==> config.mk <==
export PLATFORM = sky130hd
export DESIGN_NAME = io_addr_decode
export DESIGN_NICKNAME = d
export VERILOG_FILES = /design/src/rtl/io_pkg.sv /design/src/rtl/io_addr_decode.sv
export VERILOG_INCLUDE_DIRS = /design/src /design/src/rtl
export SDC_FILE = /design/constraint.sdc
export NUM_CORES = 1
export LEC_CHECK = 0
export BUFFER_PORTS_ARGS = -buffer_cell sky130_fd_sc_hd__clkbuf_2
export CAP_MARGIN = 20
export CORE_AREA = 2 2 69 71
export DETAILED_ROUTE_END_ITERATION = 7
export DIE_AREA = 0 0 71 73
export PLACE_DENSITY = 0.7
export REMOVE_ABC_BUFFERS = 1
export SETUP_SLACK_MARGIN = 0.4
export SLEW_MARGIN = 10
export SYNTH_ARGS = -nofsm -noshare
export SYNTH_HDL_FRONTEND = slang
export SYNTH_SLANG_ARGS = --single-unit
==> constraint.sdc <==
create_clock -name ram_clk -period 2 [get_ports ram_clk]
set_input_delay 0 -clock ram_clk [delete_from_list [all_inputs] [get_ports ram_clk]]
set_output_delay 0 -clock ram_clk [all_outputs]
set_load 0.1 [all_outputs]
==> src/rtl/io_macros.svh <==
// io block RAM path widths, RAM geometry, address window and queue depth

`ifndef IO_MACROS_SVH
`define IO_MACROS_SVH

////////////////////////////////////////////////////////////
// host bus

`define IO_ADDR_W       16          // byte address
`define IO_DATA_W       32          // one lite data word

////////////////////////////////////////////////////////////
// block RAM

`define BRAM_ROW_W      128         // always four words per row
`define BRAM_SIZE_LOG2  12          // 4 KB, 256 rows

// window decode, hit when (addr & mask) == base
`define BRAM_BASE       16'h8000
`define BRAM_MASK       16'hF000

////////////////////////////////////////////////////////////
// flow control

`define REQ_DEPTH       4           // also the host's starting credits
`define RESP_CNT_W      4

`endif
==> src/rtl/io_pkg.sv <==
// io package with the bus word types and the request and response structs

`default_nettype none

`include "io_macros.svh"

package io_pkg;

   // plain vectors with a meaning
   typedef logic [`IO_ADDR_W-1:0]   io_addr_t;
   typedef logic [`IO_DATA_W-1:0]   io_data_t;
   typedef logic [`IO_DATA_W/8-1:0] io_strb_t;     // one per byte
   typedef logic [`RESP_CNT_W-1:0]  resp_cnt_t;

   // RAM geometry
   typedef logic [`BRAM_ROW_W-1:0] bram_row_t;
   typedef logic [`BRAM_SIZE_LOG2-$clog2(`BRAM_ROW_W/8)-1:0] bram_row_addr_t;
   typedef logic [$clog2(`BRAM_ROW_W/`IO_DATA_W)-1:0] bram_lane_t;

   ////////////////////////////////////////////////////////////
   // host request, one word, read or write

   typedef struct packed {
      logic     write;
      io_addr_t addr;
      io_data_t wdata;
      io_strb_t strb;
   } io_req_t;

   ////////////////////////////////////////////////////////////
   // response back to the host

   typedef struct packed {
      io_data_t rdata;
      logic     err;    // unmapped address
   } io_resp_t;

endpackage

`default_nettype wire

==> src/rtl/io_addr_decode.sv <==
// io address decoder, routes the queue head to the block RAM or to an error response

`timescale 1ns/100ps
`default_nettype none

`include "io_macros.svh"

module io_addr_decode (
   input  wire               ram_clk,
   input  wire               rst_n_i,
   input  wire               deq_valid_i,
   input  io_pkg::io_req_t   deq_req_i,
   output logic              deq_pop_o,
   input  wire               resp_credit_i,
   output logic              ram_en_o,
   output io_pkg::io_strb_t  ram_we_o,
   output io_pkg::io_addr_t  ram_addr_o,
   output io_pkg::io_data_t  ram_wdata_o,
   input  io_pkg::io_data_t  ram_rdata_i,
   output logic              resp_valid_o,
   output io_pkg::io_resp_t  resp_o
);

   io_pkg::resp_cnt_t credit_cnt;   // granted, not yet answered
   logic              hit;
   logic              unmapped_q;

   ////////////////////////////////////////////////////////////
   // window decode

   assign hit = ((deq_req_i.addr & `BRAM_MASK) == `BRAM_BASE);

   // a response already in flight still owns one credit
   assign deq_pop_o = deq_valid_i &&
                      (credit_cnt > io_pkg::resp_cnt_t'(resp_valid_o));

   ////////////////////////////////////////////////////////////
   // RAM side

   assign ram_en_o    = deq_pop_o && hit;
   assign ram_we_o    = (ram_en_o && deq_req_i.write) ? deq_req_i.strb : '0;
   assign ram_addr_o  = deq_req_i.addr & ~`BRAM_MASK;   // offset in window
   assign ram_wdata_o = deq_req_i.wdata;

   ////////////////////////////////////////////////////////////
   // credits and response stage

   always_ff @(posedge ram_clk or negedge rst_n_i) begin
      if (!rst_n_i) begin
         credit_cnt   <= '0;
         resp_valid_o <= 1'b0;
         unmapped_q   <= 1'b0;
      end else begin
         credit_cnt   <= credit_cnt + io_pkg::resp_cnt_t'(resp_credit_i)
                                    - io_pkg::resp_cnt_t'(resp_valid_o);
         resp_valid_o <= deq_pop_o;     // lines up with RAM read latency
         unmapped_q   <= deq_pop_o && !hit;
      end
   end

   // misses answer with zero data
   assign resp_o.rdata = unmapped_q ? '0 : ram_rdata_i;
   assign resp_o.err   = unmapped_q;

   // every response issued must have been credited by the host
   assert property (@(posedge ram_clk) disable iff (!rst_n_i)
      resp_valid_o |-> (credit_cnt != '0))
      else $error("response credit counter underflow");

endmodule

`default_nettype wire

==> results of run 1 <==
## metrics by stage
step                instances  utilization (%)
floorplan                  77                -
global placement          216             24.4
detailed placement        216             24.4
CTS                       221             27.0
global route              221             27.8
finish                    221             27.8
## cells in the final DEF, fill, tap and decap left out
master / instances
a21oi_2: 1
o21ai_2: 1
o211ai_4: 1
xnor2_1: 1
nor2b_1: 32
nor2_4: 1
conb_1: 4
clkbuf_8: 6
fa_1: 1
dlygate4sd3_1: 1
inv_2: 1
clkbuf_2: 78
buf_6: 2
a21o_1: 1
nand2_1: 4
buf_4: 2
dfrtp_1: 6
ha_2: 2
inv_1: 9
ha_1: 3
ha_4: 1
nor4b_4: 1
xor2_1: 1
nand2b_1: 1
buf_8: 1
nor2_2: 2
nor2_1: 3
## final cells by class
type                       instances  share of cell area (%)
timing repair buffer              87                    39.1
inverter                          10                    2.97
tap                               54                    5.35
sequential                         6                    11.9
clock buffer                       3                    3.27
multi-input combinational         61                    37.4
## kinds of logic (layout without fill, tap and decap cells)
family                     after synthesis  count (layout)
other                                    1               4
and+or+nand+nor                         44              44
DFF                                      6               6
AOI/OAI and AO/OA                        4               4
xor gates and xnor gates                 2               2
adders and majority gates                7               7
buffers and inverters                   62             100
## what timing repair did
item,CTS,global route
endpoints found under the hold margin,6,0
buffers inserted,1,0
gates cloned,0,0
pin swaps,5,3
hold buffers,1,0
setup endpoints to repair,6,9
gates resized for setup,12,14
## cell usage after synthesis (3+ instances only)
cell      count  area, sq um
inv_1        10         37.5
nand2_1       4         15.0
clkbuf_1      3         11.3
dfrtp_1       6          150
ha_1          6         75.1
buf_4        49          368
nor2b_1      32          200
nor2_1        6         22.5
## worst paths after layout
check | cells after the start | startpoint | end
max | 6 | resp_valid_o | credit_cnt[2]
max in group asynchronous | 2 | rst_n_i | unmapped_q
min | 0 | deq_req_i[27] | ram_wdata_o[23]
max reg2reg | 6 | resp_valid_o | credit_cnt[2]
min reg2reg | 3 | credit_cnt[3] | credit_cnt[3]
min in group asynchronous | 2 | rst_n_i | credit_cnt[3]
## state kept, by name, indices dropped and copies added, names as in the netlist
register	cells
resp_valid_o	1
credit_cnt	4
unmapped_q	1
## power groups by stage
stage / Sequential (W) / Combinational, W / Clock, W
after floorplan: 0.000292 / 0.00103 / 0
after global placement: 0.000208 / 0.00131 / 0
after detailed placement: 0.000210 / 0.00133 / 0
after CTS: 0.000210 / 0.00139 / 0.000190
after global routing: 0.000217 / 0.00153 / 0.000193
final: 0.000210 / 0.00144 / 0.000184
## per-layer routing
layer / GRT usage, % / vias up / part of all wire (%)
met5: 9.09 / - / 1.1
met4: 5.45 / 2 / 1.2
met3: 21.1 / 8 / 28
met2: 19.0 / 120 / 38
met1: 14.2 / 361 / 31
li1: - / 405 / -
==> run summary, run 1 <==
Post-place setup slack - 0.409 ns
Post-route minimum period - 1.54 ns
Final hold vios - 0
Placed Area - 1110 sq um
Die width - 71 microns
Post-DR wirelength/cell - 19.8 microns
Worst EP required - 2.11 ns
DP Wirelength - 3800 microns
Slowest CP cell - dfrtp_1
Final clock skew - 0.00109 ns
Clock buffer depth - 2
RSZ-0062 raised after global routing - yes
Final Instance Area - 1260 sq um
Layout cells sized above 1 - 59.9%
Gr ovfl total - 0
Final setup vio count - 0
Sum of negative setup slack - 0 ns
Final Slew Violations - 0
Multi-input logic area - 472 sq um
Vias in the first global route - 780
Layout net count - 265
Remaining antenna violation count - 0
CP Launch Type - register
Port buffer count - 84
FMAX - 649 MHz
Antenna violations before repair - 0
Seq/Total Area, Yosys - 15.3%
Top FF cell, synth - dfrtp_1
CP max stage delay - 0.41 ns
Post-synth cell types - 18
Number of synthesized flops with an enable pin - 0
Net Sw Frac - 64.6%
Reg clk slew, reported paths - 0.04 ns
Seq. cell area - 150 sq um
Combinational power share - 78.5%
Initial DRC count - 21
DRC - 0
Max Cap Violations - 0
R2r setup slk - 0.46 ns
Clock power frac - 10.0%
Worst Path Max Fanout - 3
Synthesized instance count - 126
Die area - 5180 sq um
Post-Synth XOR/XNOR Area - 1.79%
Worst Hold Class - in2out
Crit path kind - reg2reg
H-tree levels - 1
Leakage power - 0.716 nW
Slew HR - 63.4%
Mapped Avg Cell Area - 7.79 sq um
CTS root buffer - clkbuf_8
Height of the die - 73 microns
All-Layer GR Usage - 15.6%
Outcome - finished clean
Post-synthesis simple-gate area fraction - 27.3%
Largest family of logic cells by synthesized area - buffers and inverters
First-pass GRT wire length - 5420 microns
Core area - 4540 sq um
Seq cells post-synth - 6
Crit path buf inv count - 2
CTS Buf Count - 3
Post-route clock period utilization - 77.1%
Fraction of registers with async set/reset - 100%
Worst EP arrival - 1.65 ns
Part of the power in registers - 11.4%
Crit end category - register
Clk_lat worst skew - 0.22 ns
Post-synthesis compound-gate area fraction - 3.06%
Hold Slack - 0.000572 ns
Syn Std Cell Area - 981 sq um
Power Dens Cells - 1460 nW/um^2
CTS sink cnt - 6
Area growth from synthesis to layout - 28.7%
Yosys warns - 0
Switching power - 0.00119 W
Adder-Cell Fraction of Synth Area - 9.69%
Slack of the critical path - 0.458 ns
Worst-path cell chain - ha_4 -> inv_1 -> ha_2 -> inv_1 -> fa_1 -> xnor2_1
Drt total wl - 4380 microns
# diodes - 0
Cell-internal power - 0.000650 W
Routed vias - 896
CP dominant cell by count - inv_1
Largest net degree at the start of global routing - 34
IO Pins - 177
Rows - 25
Fill cell count - 478
Multiplexer share of the synthesized area - 0%
Pwr Total - 0.00184 W
Starting Density - 21.6%
GP Congestion - 0.740
Vias per cell - 4.05
CTS tree - built
VDD IR max - 529 uV
Delay-heaviest family, CP - adder cells
DR pass1 iterations - 2
Worst Tran Pin Value - 0.552 ns
No activity file was read; power rests on OpenSTA's default activity.
==> run 2, diff against run 1 <==
--- a/config.mk
+++ b/config.mk
@@ -11,7 +11,7 @@
 export CORE_AREA = 2 2 69 71
 export DETAILED_ROUTE_END_ITERATION = 7
 export DIE_AREA = 0 0 71 73
-export PLACE_DENSITY = 0.7
+export PLACE_DENSITY = 0.73
 export REMOVE_ABC_BUFFERS = 1
 export SETUP_SLACK_MARGIN = 0.4
 export SLEW_MARGIN = 10
==> constraint.sdc (replaced) <==
create_clock -name ram_clk -period 1.34 [get_ports ram_clk]
set_input_delay 0 -clock ram_clk [delete_from_list [all_inputs] [get_ports ram_clk]]
set_output_delay 0 -clock ram_clk [all_outputs]
set_load 0.1 [all_outputs]
==> run 2 against run 1 <==
The run now ends with negative setup slack left. Critical path depth increased by 1. Clock-buffer cell count unchanged. Cell area increased by 85%. Register-to-register slack got worse by 0.67 ns. First-iteration DRC count increased by 4.8%. Wire length increased by 34%. Power increased by 120%. Final cell count increased by 5.4%. Clock power increased by 53%. Clock skew increased by 0.0024 ns. Combinational power increased by 140%.
==> run summary, run 2 (synthesized netlist as in run 1, its figures left out) <==
Slack of the critical path - -0.212 ns
Gr ovfl total - 0
RSZ-0062 raised after global routing - yes
Commonest non-fill, non-tap cell in the layout - clkbuf_2
GP Congestion - 0.709
Commonest non-fill, non-tap cells in the layout - 44 x clkbuf_2, 42 x buf_12, 32 x nor2b_4, 7 x buf_6, 6 x inv_2
Final clock skew - 0.00347 ns
Worst EP arrival - 1.68 ns
Layout net count - 277
Post-DR wirelength/cell - 25.1 microns
FMAX - 644 MHz
Max reg flops - 4
Routed vias - 1,035
DP Wirelength - 4330 microns
H-tree levels - 1
CTS root buffer - clkbuf_8
Starting Density - 21.6%
Worst Path Max Fanout - 2
CP Launch Type - register
Failing checks - negative setup slack
Top reg by flops - credit_cnt
Port buffer count - 84
Drt total wl - 5860 microns
Layout cells sized above 1 - 87.7%
Worst EP required - 1.46 ns
Post-route clock period utilization - 116%
First-pass GRT wire length - 7800 microns
Vias in the first global route - 1,118
Final Slew Violations - 0
Final setup vio count - 31
Crit end category - register
Max Cap Violations - 0
Post-route minimum period - 1.55 ns
Die area - 5180 sq um
CTS Buf Count - 3
Hold Slack - 0.000657 ns
Sum of negative setup slack - -1.81 ns
Remaining antenna violation count - 0
IO Pins - 177
CTS sink cnt - 6
Die width - 71 microns
Rows - 25
Leakage power - 1.15 nW
Initial DRC count - 22
DR pass1 iterations - 3
DRC - 0
Clock buffer depth - 2
CTS tree - built
Clk_lat worst skew - 0.23 ns
Vias per cell - 4.44
Reg clk slew, reported paths - 0.04 ns
Height of the die - 73 microns
Power Dens Cells - 1740 nW/um^2
Top flop regs - credit_cnt x4, resp_valid_o x1, unmapped_q x1
Final hold vios - 0
Area growth from synthesis to layout - 138%
All-Layer GR Usage - 22.0%
VDD IR max - 848 uV
Placed insts - 218
Core area - 4540 sq um
Fin cells - 233
Antenna violations before repair - 0
Largest net degree at the start of global routing - 9
Crit path kind - reg2reg
Outcome - complete, but fails checks
# diodes - 0
Worst Hold Class - in2out
run 2: changes by cell type in the layout (fill, tap and decap cells not counted), sizes merged:
cell    change
buf        +49
clkbuf     -37
run 2: timing repair:
item / 4_1_cts / 5_1_grt
gates cloned: 4 / 0
buffers inserted: 6 / 1
endpoints found under the hold margin: 6 / 0
gates resized for setup: 94 / 13
pin swaps: 9 / 6
setup endpoints to repair: 46 / 46
hold buffers: 1 / 0
run 2: layout make-up:
class,count,area [sq um]
Multi-Input combinational cell,61,767
Tap cell,54,67.6
Fill cell,369,2200
Timing Repair Buffer,99,1270
Inverter,10,40.0
Clock buffer,3,41.3
Sequential cell,6,151
run 2: final timing paths:
kind / slack (ns) / cells after the start / end / startpoint
max in group asynchronous: 1.04 / 2 / unmapped_q / rst_n_i
min in group asynchronous: 0.13 / 2 / credit_cnt[3] / rst_n_i
hold / removal: 0.0007 / 0 / ram_wdata_o[9] / deq_req_i[13]
hold reg to reg: 0.65 / 3 / credit_cnt[3] / credit_cnt[3]
setup / recovery: -0.21 / 7 / credit_cnt[1] / credit_cnt[0]
setup reg to reg: -0.21 / 7 / credit_cnt[1] / credit_cnt[0]
run 2: routing by layer:
layer | GRT usage (%) | vias to the layer above | share of wire, %
met4 | 6.08 | 2 | 1.2
met2 | 33.3 | 140 | 46
met3 | 23.3 | 6 | 23
met5 | 9.09 | - | 1.1
met1 | 19.5 | 456 | 29
li1 | - | 431 | -
run 2: worst max-delay path: stages (launching register included):
cell and delay (ns):
dfrtp_1 0.36, inv_2 0.10, ha_4 0.23, inv_2 0.07
ha_4 0.12, inv_2 0.03, fa_2 0.50, inv_1 0.03
run 2: per-stage QoR:
stage | total power [W] | util [%] | worst slack [ns] | cell area (sq um)
finish | 0.00406 | 51.5 | -0.212 | 2330
global route | 0.00423 | 51.5 | -0.260 | 2330
CTS | 0.00389 | 50.0 | -0.179 | 2270
detailed placement | 0.00291 | 38.0 | -0.239 | 1720
global placement | 0.00286 | 38.0 | -0.187 | 1720
floorplan | 0.00197 | - | -1.52 | 613
run 2: report_power, final:
group	leakage, nW	internal [W]	switching [W]
clock	0.0216	0.000194	0.0000871
combinational	1.06	0.00142	0.00203
sequential	0.0694	0.000271	0.0000574
total	1.15	0.00189	0.00217
