===== src/rtl/io_macros.svh =====
// io block RAM path widths, RAM geometry, address window and queue depth

`ifndef IO_MACROS_SVH
`define IO_MACROS_SVH

////////////////////////////////////////////////////////////
// host bus

`define IO_ADDR_W       16          // byte address
`define IO_DATA_W       32          // one lite data word

////////////////////////////////////////////////////////////
// block RAM

`define BRAM_ROW_W      128         // always four words per row
`define BRAM_SIZE_LOG2  12          // 4 KB, 256 rows

// window decode, hit when (addr & mask) == base
`define BRAM_BASE       16'h8000
`define BRAM_MASK       16'hF000

////////////////////////////////////////////////////////////
// flow control

`define REQ_DEPTH       4           // also the host's starting credits
`define RESP_CNT_W      4

`endif

===== src/rtl/io_pkg.sv =====
// io package with the bus word types and the request and response structs

`default_nettype none

`include "io_macros.svh"

package io_pkg;

   // plain vectors with a meaning
   typedef logic [`IO_ADDR_W-1:0]   io_addr_t;
   typedef logic [`IO_DATA_W-1:0]   io_data_t;
   typedef logic [`IO_DATA_W/8-1:0] io_strb_t;     // one per byte
   typedef logic [`RESP_CNT_W-1:0]  resp_cnt_t;

   // RAM geometry
   typedef logic [`BRAM_ROW_W-1:0] bram_row_t;
   typedef logic [`BRAM_SIZE_LOG2-$clog2(`BRAM_ROW_W/8)-1:0] bram_row_addr_t;
   typedef logic [$clog2(`BRAM_ROW_W/`IO_DATA_W)-1:0] bram_lane_t;

   ////////////////////////////////////////////////////////////
   // host request, one word, read or write

   typedef struct packed {
      logic     write;
      io_addr_t addr;
      io_data_t wdata;
      io_strb_t strb;
   } io_req_t;

   ////////////////////////////////////////////////////////////
   // response back to the host

   typedef struct packed {
      io_data_t rdata;
      logic     err;    // unmapped address
   } io_resp_t;

endpackage

`default_nettype wire


===== src/rtl/io_req_queue.sv =====
// io request FIFO, hands a credit back to the host for every entry popped

`timescale 1ns/100ps
`default_nettype none

`include "io_macros.svh"

module io_req_queue (
   input  wire             ram_clk,
   input  wire             rst_n_i,
   input  wire             req_valid_i,
   input  io_pkg::io_req_t req_i,
   input  wire             deq_pop_i,
   output logic            deq_valid_o,
   output io_pkg::io_req_t deq_req_o,
   output logic            req_credit_o
);

   localparam int PTR_W = $clog2(`REQ_DEPTH);
   localparam int CNT_W = $clog2(`REQ_DEPTH + 1);

   io_pkg::io_req_t  mem [`REQ_DEPTH];
   logic [PTR_W-1:0] wr_ptr, rd_ptr;
   logic [CNT_W-1:0] count;

   ////////////////////////////////////////////////////////////
   // storage

   always_ff @(posedge ram_clk) begin
      if (req_valid_i) begin
         mem[wr_ptr] <= req_i;
      end
   end

   assign deq_req_o   = mem[rd_ptr];
   assign deq_valid_o = (count != '0);

   ////////////////////////////////////////////////////////////
   // pointers and occupancy

   always_ff @(posedge ram_clk or negedge rst_n_i) begin
      if (!rst_n_i) begin
         wr_ptr       <= '0;
         rd_ptr       <= '0;
         count        <= '0;
         req_credit_o <= 1'b0;
      end else begin
         if (req_valid_i) begin
            wr_ptr <= (wr_ptr == PTR_W'(`REQ_DEPTH - 1)) ? '0 : wr_ptr + 1'b1;
         end
         if (deq_pop_i) begin
            rd_ptr <= (rd_ptr == PTR_W'(`REQ_DEPTH - 1)) ? '0 : rd_ptr + 1'b1;
         end
         case ({req_valid_i, deq_pop_i})
            2'b10:   count <= count + 1'b1;
            2'b01:   count <= count - 1'b1;
            default: count <= count;
         endcase
         req_credit_o <= deq_pop_i;   // slot freed, one credit back
      end
   end

   // host spent a credit it never had
   assert property (@(posedge ram_clk) disable iff (!rst_n_i)
      req_valid_i |-> (count != CNT_W'(`REQ_DEPTH)))
      else $error("request pushed into a full queue");

   // decoder popped an empty queue
   assert property (@(posedge ram_clk) disable iff (!rst_n_i)
      deq_pop_i |-> deq_valid_o)
      else $error("pop from an empty request queue");

endmodule

`default_nettype wire


===== config.mk =====
export PLATFORM = sky130hd
export DESIGN_NAME = io_req_queue
export DESIGN_NICKNAME = d
export VERILOG_FILES = /design/src/rtl/io_pkg.sv /design/src/rtl/io_req_queue.sv
export VERILOG_INCLUDE_DIRS = /design/src /design/src/rtl
export SDC_FILE = /design/constraint.sdc
export NUM_CORES = 1
export LEC_CHECK = 0
export BUFFER_PORTS_ARGS = -buffer_cell sky130_fd_sc_hd__buf_2
export CORE_MARGIN = 8
export CORE_UTILIZATION = 55
export CTS_BUF_LIST = sky130_fd_sc_hd__clkbuf_8
export DETAILED_ROUTE_END_ITERATION = 10
export GPL_TIMING_DRIVEN = 0
export PLACE_DENSITY_LB_ADDON = 0.15
export REMOVE_ABC_BUFFERS = 1
export SYNTH_ARGS = -nofsm -noshare
export SYNTH_HDL_FRONTEND = slang
export SYNTH_SLANG_ARGS = --single-unit

===== constraint.sdc =====
create_clock -name ram_clk -period 2.5 [get_ports ram_clk]
set_input_delay 0.625 -clock ram_clk [delete_from_list [all_inputs] [get_ports ram_clk]]
set_output_delay 0.625 -clock ram_clk [all_outputs]
set_load 0.05 [all_outputs]

==> out/results.tsv, run 1 <==
metric	value	unit
status	finished, violations left	
violations	negative setup slack	
n_antenna_cell	0	
synth_top_area_share	78.16	%
drtIter0Drc	183	
vias_per_cell	5.580	
area_delta_synth_final	22.18	%
seq_area	6574	µm²
cts_sinks	220	
worst_pin_slew	840.1	ps
gr-usage-all-layers	16.61	%
critPathBufInv	3	
slew_headroom	43.99	%
rr_worst_depth	3	
rsz0062_at_grt	yes	
insertion_delay	490	ps
dieWidth	137.7	µm
clk_pin_slew_worst_paths	50	ps
leakagePower	3.504	nW
fillers	936	
worstHoldStart	deq_pop_i	
min_period_over_period	103.3	%
root_buffer	clkbuf_8	
multi_input_area	1418	µm²
place_area	8835	µm²
hold_viol_final	0	
h-tree-depth	2	
max_freq	387.1	MHz
fin_worst_skew	12.77	ps
crit_top_cell	buf_12	
dp.final_hpwl	7766	µm
netSwitchingPower	4.966	mW
fin_crit	2583	ps
place.port_buffers	111	
routabilityCongestion	0.6591	
report.final.setup_viol	49	
power_frac_clock	19.5	%
slew_viol_final	0	
p_int	8.505	mW
ys_top_cells_by_area	edfxtp_1 78%, mux4_2 13%, dfrtp_1 2.5%	
initial_core_util	56.26	%
drtPass1Iterations	4	
crit_path_start	rd_ptr[0]	
fin_cells	664	
clockBufferDepth	3	
grt_max_degree	54	
crit_slowest_cell	mux4_2	
grt_remaining_overflow	0	
cts_tree	done	
finalSetupTns	-2428	ps
placed_cells	596	
synthDistinctLibCells	18	
dieArea	18960	µm²
pwr-share-seq	36.5	%
cap_violations	0	
cp_data_required_time	1880	ps
grt_pass1_wl	23120	µm
whs	307.7	ps
route.detailed.drc	0	
crit_family	multiplexers	
fin_ws	-83.04	ps
worst_hold_path.num_cells	1	
holdPathEnd	req_credit_o	
dr_total_vias	3705	
synth-warning-count	0	
synthesis.area	8145	µm²
end_kind	primary output	
hp-class	input port to flip-flop	
drive_above_1_share	47.50	%
worstPathCellList	buf_12 -> buf_12 -> mux4_2 -> buf_6	
cts_buffers	36	
wl_per_cell	22.60	µm
p_total	13.47	mW
postSynthAreaPerCell	26.11	µm²
grt_pass1_vias	4163	
fin_nets	527	
core_area	14480	µm²
worst-setup-path-type	flip-flop to primary output	
p_comb_share	44.1	%
switching_share	36.86	%
yosys.area.top_type	edfxtp_1	
synth_seq_area_share	80.61	%
start_kind	flip-flop	
ys_ff_latch	220	
stdcell_area	9952	µm²
ant_nets	0	
reg2reg_to	mem[2][2]	
r2r-start	wr_ptr[0]	
worst-r2r-setup-slack	710	ps
ir_drop	935.3	µV
worstPathArrival	1960	ps
syn_inst	312	
crit_path_max_fanout	12	
die_h	137.7	µm
routed_wl	15000	µm
ios	112	
antenna_found_initial	0	
slowest_delay	560	ps
pwr_density_cell	1354	nW/µm²
fp-row-count	44	
[sequential cells by signal (all words and copies together), names as in the netlist]
name,cells
count,3
rd_ptr,2
req_credit_o,1
mem,212
wr_ptr,2
[worst max-delay path by stage]
stage	cells after the start	to
after floorplan	1	deq_req_o[0]
after global placement	2	deq_req_o[3]
after detailed placement	3	deq_req_o[1]
after CTS	5	deq_req_o[36]
after global routing	4	deq_req_o[50]
final	4	deq_req_o[44]
[power by group through the flow]
stage | clock network, mW | registers, mW | logic (mW)
5_1_grt | 2.86 | 4.97 | 6.21
3_3_place_gp | 0 | 5.41 | 4.18
2_1_floorplan | 0 | 5.22 | 3.43
4_1_cts | 2.70 | 4.92 | 6.15
3_5_place_dp | 0 | 5.31 | 4.44
6_report | 2.63 | 4.91 | 5.93
[cell usage after synthesis]
library cell,instances
or3_1,2
nor2_1,2
edfxtp_1,212
and2_1,4
mux4_2,48
o21ai_0,2
buf_12,5
buf_2,6
nand2_1,1
inv_1,3
mux4_1,5
xor2_1,1
xnor2_1,2
buf_6,1
mux2_2,3
fa_1,1
dfrtp_1,8
ha_1,6
[cells by family after synthesis]
family / after synthesis / synth area share [%]
buf+inv: 15 / 1.874
xor+xnor: 3 / 0.3226
flops: 220 / 80.61
compound gates: 2 / 0.1229
simple gates: 9 / 0.5990
fa+ha+maj: 7 / 1.167
mux: 56 / 15.30
[cells in the final DEF, fill, tap and decap left out]
cell type and count:
fa_1 1, buf_8 7, and2_4 4, buf_16 1
edfxtp_1 212, dfrtp_1 6, xor2_1 1, nand2_1 1
buf_12 6, xnor2_1 2, clkinv_2 4, buf_6 49
buf_2 58, nor2_1 2, o21ai_0 2, mux2_2 3
or3_1 2, clkbuf_8 38, buf_4 3, dlygate4sd3_1 1
mux4_2 53, ha_1 6, dfrtp_4 2, clkinv_1 2
inv_1 14
[what timing repair did]
action | 4_1_cts | 5_1_grt
endpoints found under the setup margin | 53 | 53
hold buffers | 1 | 0
pin swaps | 0 | 0
gates resized for setup | 117 | 4
gates cloned | 2 | 0
setup buffers | 13 | 0
hold endpoints to repair | 8 | 0
[layout make-up]
class / count / share of cell area (%)
clock inverters: 17 / 0.6915
repair buffers: 125 / 11.33
multi-input cells: 77 / 14.24
well taps: 184 / 2.313
inverters: 3 / 0.1132
flip-flops and latches: 220 / 66.05
clock buffers: 38 / 5.255
[layer usage]
metal	vias to the layer above	GRT usage (%)	part of all wire, %
met5	-	0	0
met4	0	6.149	1.6
met3	25	4.595	6.4
met2	114	27.41	51
met1	1929	20.71	41
li1	1637	-	-
[through the flow]
stage          util, %  worst slack, ps
2_1_floorplan        -            -1223
3_3_place_gp     60.71            -2241
3_5_place_dp     61.02           -132.3
4_1_cts          69.20           -183.9
5_1_grt          68.73           -149.4
6_report         68.73           -83.04
[worst register-to-register path: stages, from the launching register on]
cell and delay, ps:
dfrtp_1 410, inv_1 120, ha_1 160, and2_4 690
(Power assumes the default switching activity.)
==> inputs of run 2 (changes only) <==
--- a/config.mk
+++ b/config.mk
@@ -12,8 +12,9 @@
 export CTS_BUF_LIST = sky130_fd_sc_hd__clkbuf_8
 export DETAILED_ROUTE_END_ITERATION = 10
 export GPL_TIMING_DRIVEN = 0
-export PLACE_DENSITY_LB_ADDON = 0.15
+export PLACE_DENSITY = 0.86
 export REMOVE_ABC_BUFFERS = 1
+export SETUP_SLACK_MARGIN = 0.5
 export SYNTH_ARGS = -nofsm -noshare
 export SYNTH_HDL_FRONTEND = slang
 export SYNTH_SLANG_ARGS = --single-unit
==> run 2 against run 1 <==
The flow still finishes with violations (negative setup slack). Non-clock buffer count is 4 higher. Critical path depth stayed put. Die area stayed put. Cell count is 1.4% higher. Clock skew is 6.8 ps higher. Clock power is 2% higher.
==> out/results.tsv, run 2 (synthesis results as in run 1) <==
metric	value	unit	change
use_met3	4.850	%	+0.26 points
use_met1	19.19	%	-1.5 points
start_kind	flip-flop		
root_buffer	clkbuf_8		
h-tree-depth	2		unchanged
antenna_found_initial	1		+1
pwr_density_cell	1361	nW/µm²	+0.53%
cp_data_required_time	1880	ps	about the same
vias_per_cell	5.620		+0.71%
max_freq	377.5	MHz	-2.5%
largest_register	mem		
fin_crit	2649	ps	+65.82 ps
route.detailed.drc	0		unchanged
routed_wl	15460	µm	+3.1%
reg_top3	mem x212, count x3		
wl_per_cell	22.98	µm	+1.7%
slowest_delay	530	ps	-30 ps
layout_commonest_cell	edfxtp_1		
grt_pass1_wl	22610	µm	-2.2%
final_core_util	69.48	%	+0.74 points
worst-setup-path-type	flip-flop to primary output		
dieWidth	137.7	µm	unchanged
use_met2	27.11	%	-0.30 points
violations	negative setup slack		
clk_pin_slew_worst_paths	70	ps	+20 ps
top_usage_layer	met2		
fin_ws	-148.9	ps	-65.82 ps
fp-row-count	44		unchanged
fin_nets	529		+0.38%
worstPathArrival	2020	ps	+60 ps
slew_headroom	44.81	%	+0.81 points
initial_core_util	56.26	%	unchanged
min_period_over_period	106.0	%	+2.6 points
status	finished, violations left		
layout_common_cells	212 x edfxtp_1, 57 x buf_2, 54 x buf_6		
routabilityCongestion	0.6615		+0.36%
dr_total_vias	3782		+2.1%
place_area	8871	µm²	+0.41%
die_h	137.7	µm	unchanged
crit_top_cell	buf_6		
ant_nets	0		unchanged
report.final.setup_viol	53		+8.2%
grt_remaining_overflow	0		unchanged
stdcell_area	10060	µm²	+1.1%
cts_sinks	220		unchanged
crit_family	multiplexers		
end_kind	primary output		
dp_worst_setup_slack	-82.61	ps	+49.68 ps
largest_reg_flops	212		unchanged
crit_slowest_cell	mux4_2		
dp.final_hpwl	8505	µm	+9.5%
slew_viol_final	0		unchanged
ir_drop	1253	µV	+34%
placed_cells	598		+0.34%
worstPathCellList	buf_6 -> buf_16 -> mux4_2 -> buf_6		
core_area	14480	µm²	unchanged
leakagePower	3.545	nW	+1.2%
grt_pass1_vias	4135		-0.67%
clockBufferDepth	3		unchanged
area_delta_synth_final	23.50	%	
gr-usage-all-layers	16.18	%	-0.43 points
cts_buffers	34		-5.6%
fin_cells	673		+1.4%
insertion_delay	510	ps	+20 ps
whs	299.0	ps	-8.711 ps
rsz0062_at_grt	yes		
place.port_buffers	111		unchanged
critPathBufInv	3		unchanged
ios	112		unchanged
cap_violations	0		unchanged
grt_max_degree	54		unchanged
hold_viol_final	0		unchanged
n_antenna_cell	0		unchanged
dieArea	18960	µm²	unchanged
drive_above_1_share	47.65	%	+0.15 points
worst_pin_slew	827.9	ps	-12.22 ps
crit_path_max_fanout	7		-5
drtIter0Drc	224		+22%
cts_tree	done		
fin_worst_skew	19.57	ps	+6.807 ps
hp-class	input port to flip-flop		
drtPass1Iterations	4		unchanged
fillers	852		-9.0%
run 2: metrics by stage:
step           power [mW]  TNS [ps]
2_1_floorplan       8.650    -59060
3_3_place_gp        9.598   -283760
3_5_place_dp        9.756    -187.5
4_1_cts             13.61     -5188
5_1_grt             14.19     -8542
6_report            13.69     -5260
run 2: worst paths after layout:
kind                            from       endpoint  slack, ps  depth (start not counted)
max                        rd_ptr[0]  deq_req_o[25]       -150                          4
max in group asynchronous    rst_n_i      rd_ptr[1]       1820                          2
min reg2reg                 count[2]       count[2]        620                          2
min in group asynchronous    rst_n_i      rd_ptr[0]        480                          2
max reg2reg                wr_ptr[0]     mem[0][26]        690                          3
min                        deq_pop_i   req_credit_o        300                          1
run 2: area by class of cell:
type	count	area, µm²	share of cell area [%]
flip-flops and latches	220	6574	65.35
multi-input cells	77	1423	14.14
repair buffers	129	1211	12.04
clock buffers	38	523.0	5.199
well taps	184	230.2	2.289
clock inverters	22	87.58	0.8707
inverters	3	11.26	0.1119
run 2: power breakdown:
part,leakage [nW],switching (mW),internal [mW]
Combinational,1.16,3.55,2.48
Sequential,2.04,0.233,4.75
Clock,0.347,1.28,1.39
run 2: what timing repair did:
action / 4_1_cts / 5_1_grt
hold buffers: 1 / 0
buffers inserted: 7 / 3
gates resized for setup: 121 / 3
hold endpoints to repair: 8 / 0
gates cloned: 2 / 2
setup endpoints to repair: 80 / 54
pin swaps: 1 / 1
run 2: routing by layer:
layer | wire [µm] | part of all wire, % | vias up
li1 | - | - | 1647
met1 | 5975 | 39 | 1971
met2 | 8161 | 53 | 135
met3 | 1032 | 6.7 | 27
met4 | 280 | 1.8 | 2
met5 | 13 | 0.084 | -
==> inputs of run 3 (changes only) <==
==> constraint.sdc (replaced) <==
create_clock -name ram_clk -period 2.5 [get_ports ram_clk]
set_input_delay 0.5 -clock ram_clk [delete_from_list [all_inputs] [get_ports ram_clk]]
set_output_delay 0.5 -clock ram_clk [all_outputs]
set_load 0.05 [all_outputs]
==> run 3 against run 2 <==
The flow still finishes with violations (negative setup slack). Clock power about the same. Cell area is 0.60% higher. Clock skew is 5.8 ps lower. Combinational power rose by 3%. Fmax up 5.5%. Core utilization up 0.41 points. Die area is the same. Critical path type unchanged. Critical endpoint is now deq_req_o[12]. Largest power group unchanged. Highest routed layer unchanged.
==> out/results.tsv, run 3 (synthesis results as in run 1) <==
metric	value	unit	change
fp-row-count	44		unchanged
hp-class	input port to flip-flop		
placed_cells	598		unchanged
slew_headroom	45.09	%	+0.29 points
layout_common_cells	212 x edfxtp_1, 57 x buf_2, 53 x mux4_2		
worst-r2r-setup-slack	710	ps	+20 ps
layout_commonest_cell	edfxtp_1		
power_frac_clock	19.3	%	-0.2 points
netSwitchingPower	5.100	mW	+0.59%
reg_top3	mem x212, count x3		
dr_total_vias	3740		-1.1%
hold_viol_final	0		unchanged
dieWidth	137.7	µm	unchanged
status	finished, violations left		
place.port_buffers	111		unchanged
min_period_over_period	100.4	%	-5.5 points
insertion_delay	500	ps	about the same
die_h	137.7	µm	unchanged
end_kind	primary output		
drtIter0Drc	198		-12%
fin_worst_skew	13.78	ps	-5.794 ps
largest_reg_flops	212		unchanged
root_buffer	clkbuf_8		
worst-setup-path-type	flip-flop to primary output		
max_freq	398.2	MHz	+5.5%
ant_nets	0		unchanged
p_int	8.764	mW	+1.7%
dp.final_hpwl	8505	µm	unchanged
worstPathArrival	2010	ps	about the same
fin_nets	525		-0.76%
cap_violations	0		unchanged
antenna_found_initial	1		unchanged
ir_drop	1221	µV	-2.6%
crit_path_max_fanout	7		unchanged
cts_tree	done		
drive_above_1_share	47.22	%	-0.43 points
fillers	832		-2.3%
area_delta_synth_final	24.24	%	
fin_ws	-11.09	ps	+137.8 ps
wl_per_cell	22.99	µm	about the same
slew_viol_final	0		unchanged
fin_cells	670		-0.45%
h-tree-depth	2		unchanged
routabilityCongestion	0.6615		unchanged
route.detailed.drc	0		unchanged
grt_max_degree	54		unchanged
pwr-share-seq	35.9	%	-0.5 points
worstHoldStart	deq_pop_i		
holdPathEnd	req_credit_o		
dieArea	18960	µm²	unchanged
r2r-start	wr_ptr[0]		
reg2reg_to	mem[0][26]		
cts_buffers	34		unchanged
initial_core_util	56.26	%	unchanged
pwr_density_cell	1370	nW/µm²	+0.68%
cp_data_required_time	2000	ps	+120 ps
clk_pin_slew_worst_paths	60	ps	about the same
core_area	14480	µm²	unchanged
cts_sinks	220		unchanged
start_kind	flip-flop		
dp_worst_setup_slack	42.39	ps	+125.0 ps
worst_pin_slew	823.6	ps	-4.310 ps
worst_hold_path.num_cells	1		unchanged
grt_pass1_vias	4181		+1.1%
seq_area	6574	µm²	unchanged
leakagePower	3.557	nW	+0.33%
grt_pass1_wl	22880	µm	+1.2%
largest_register	mem		
drtPass1Iterations	6		+2
gr-usage-all-layers	16.37	%	+0.19 points
report.final.setup_viol	6		-89%
multi_input_area	1423	µm²	unchanged
vias_per_cell	5.582		-0.67%
p_comb_share	44.8	%	+0.7 points
p_total	13.86	mW	+1.3%
grt_remaining_overflow	0		unchanged
routed_wl	15400	µm	-0.39%
rsz0062_at_grt	yes		
clockBufferDepth	3		unchanged
fin_crit	2511	ps	-137.8 ps
switching_share	36.79	%	-0.25 points
violations	negative setup slack		
ios	112		unchanged
rr_worst_depth	3		unchanged
==> run 3: changes by cell type in the layout (fill, tap and decap cells not counted) <==
cell       previous run  this run
buf_4                 5         2
buf_6                54        26
buf_8                 2        30
clkbuf_16             2         1
diode_2               0         1
==> run 3: layout make-up <==
class / instances / share of cell area (%)
well taps: 184 / 2.275
inverters: 3 / 0.1113
multi-input cells: 77 / 14.06
clock inverters: 22 / 0.8655
repair buffers: 125 / 12.54
clock buffers: 38 / 5.168
diodes: 1 / 0.02473
flip-flops and latches: 220 / 64.96
==> run 3: worst max-delay path: stages (launching register included) <==
cell	delay (ps)
dfrtp_4	500
buf_6	150
buf_16	140
mux4_2	520
buf_6	170
==> run 3: per-layer routing <==
| layer | global-route usage, % | vias to the layer above | part of all wire, % |
|---|---|---|---|
| met1 | 18.73 | 1939 | 38 |
| met3 | 5.033 | 29 | 6.8 |
| li1 | - | 1647 | - |
| met4 | 6.985 | 2 | 2.0 |
| met5 | 0 | - | 0.084 |
| met2 | 28.03 | 123 | 53 |
==> run 3: worst max path at each step <==
| stage | start | endpoint | slack, ps |
|---|---|---|---|
| floorplan | rd_ptr[0] | deq_req_o[0] | -1100 |
| global placement | rd_ptr[0] | deq_req_o[52] | -1940 |
| detailed placement | rd_ptr[0] | deq_req_o[52] | 40 |
| CTS | rd_ptr[0] | deq_req_o[25] | -50 |
| global route | rd_ptr[0] | deq_req_o[12] | -90 |
| finish | rd_ptr[0] | deq_req_o[12] | -10 |
==> run 3: through the flow <==
| stage | hold WS [ps] | util [%] | cell area, µm² | setup TNS (ps) |
|---|---|---|---|---|
| 3_5_place_dp | 349.1 | 61.27 | 8871 | 0 |
| 3_3_place_gp | 343.9 | 60.71 | 8790 | -250630 |
| 6_report | 176.8 | 69.89 | 10120 | -45.11 |
| 2_1_floorplan | 204.4 | - | 8004 | -52430 |
| 5_1_grt | 149.5 | 69.88 | 10120 | -1707 |
| 4_1_cts | 134.0 | 69.56 | 10070 | -434.8 |
==> run 3: what timing repair did <==
item,CTS,global route
endpoints found under the hold margin,8,0
resized for setup,147,5
setup endpoints to repair,80,54
pin swaps,0,1
hold buffers,1,0
cloned,2,1
setup buffers,6,1
==> run 3: power groups by stage <==
stage / sequential [mW] / combinational [mW] / clock (mW)
5_1_grt: 5.02 / 6.47 / 2.88
3_5_place_dp: 5.19 / 4.56 / 0
4_1_cts: 4.97 / 6.17 / 2.72
3_3_place_gp: 5.39 / 4.21 / 0
2_1_floorplan: 5.22 / 3.43 / 0
6_report: 4.98 / 6.22 / 2.67
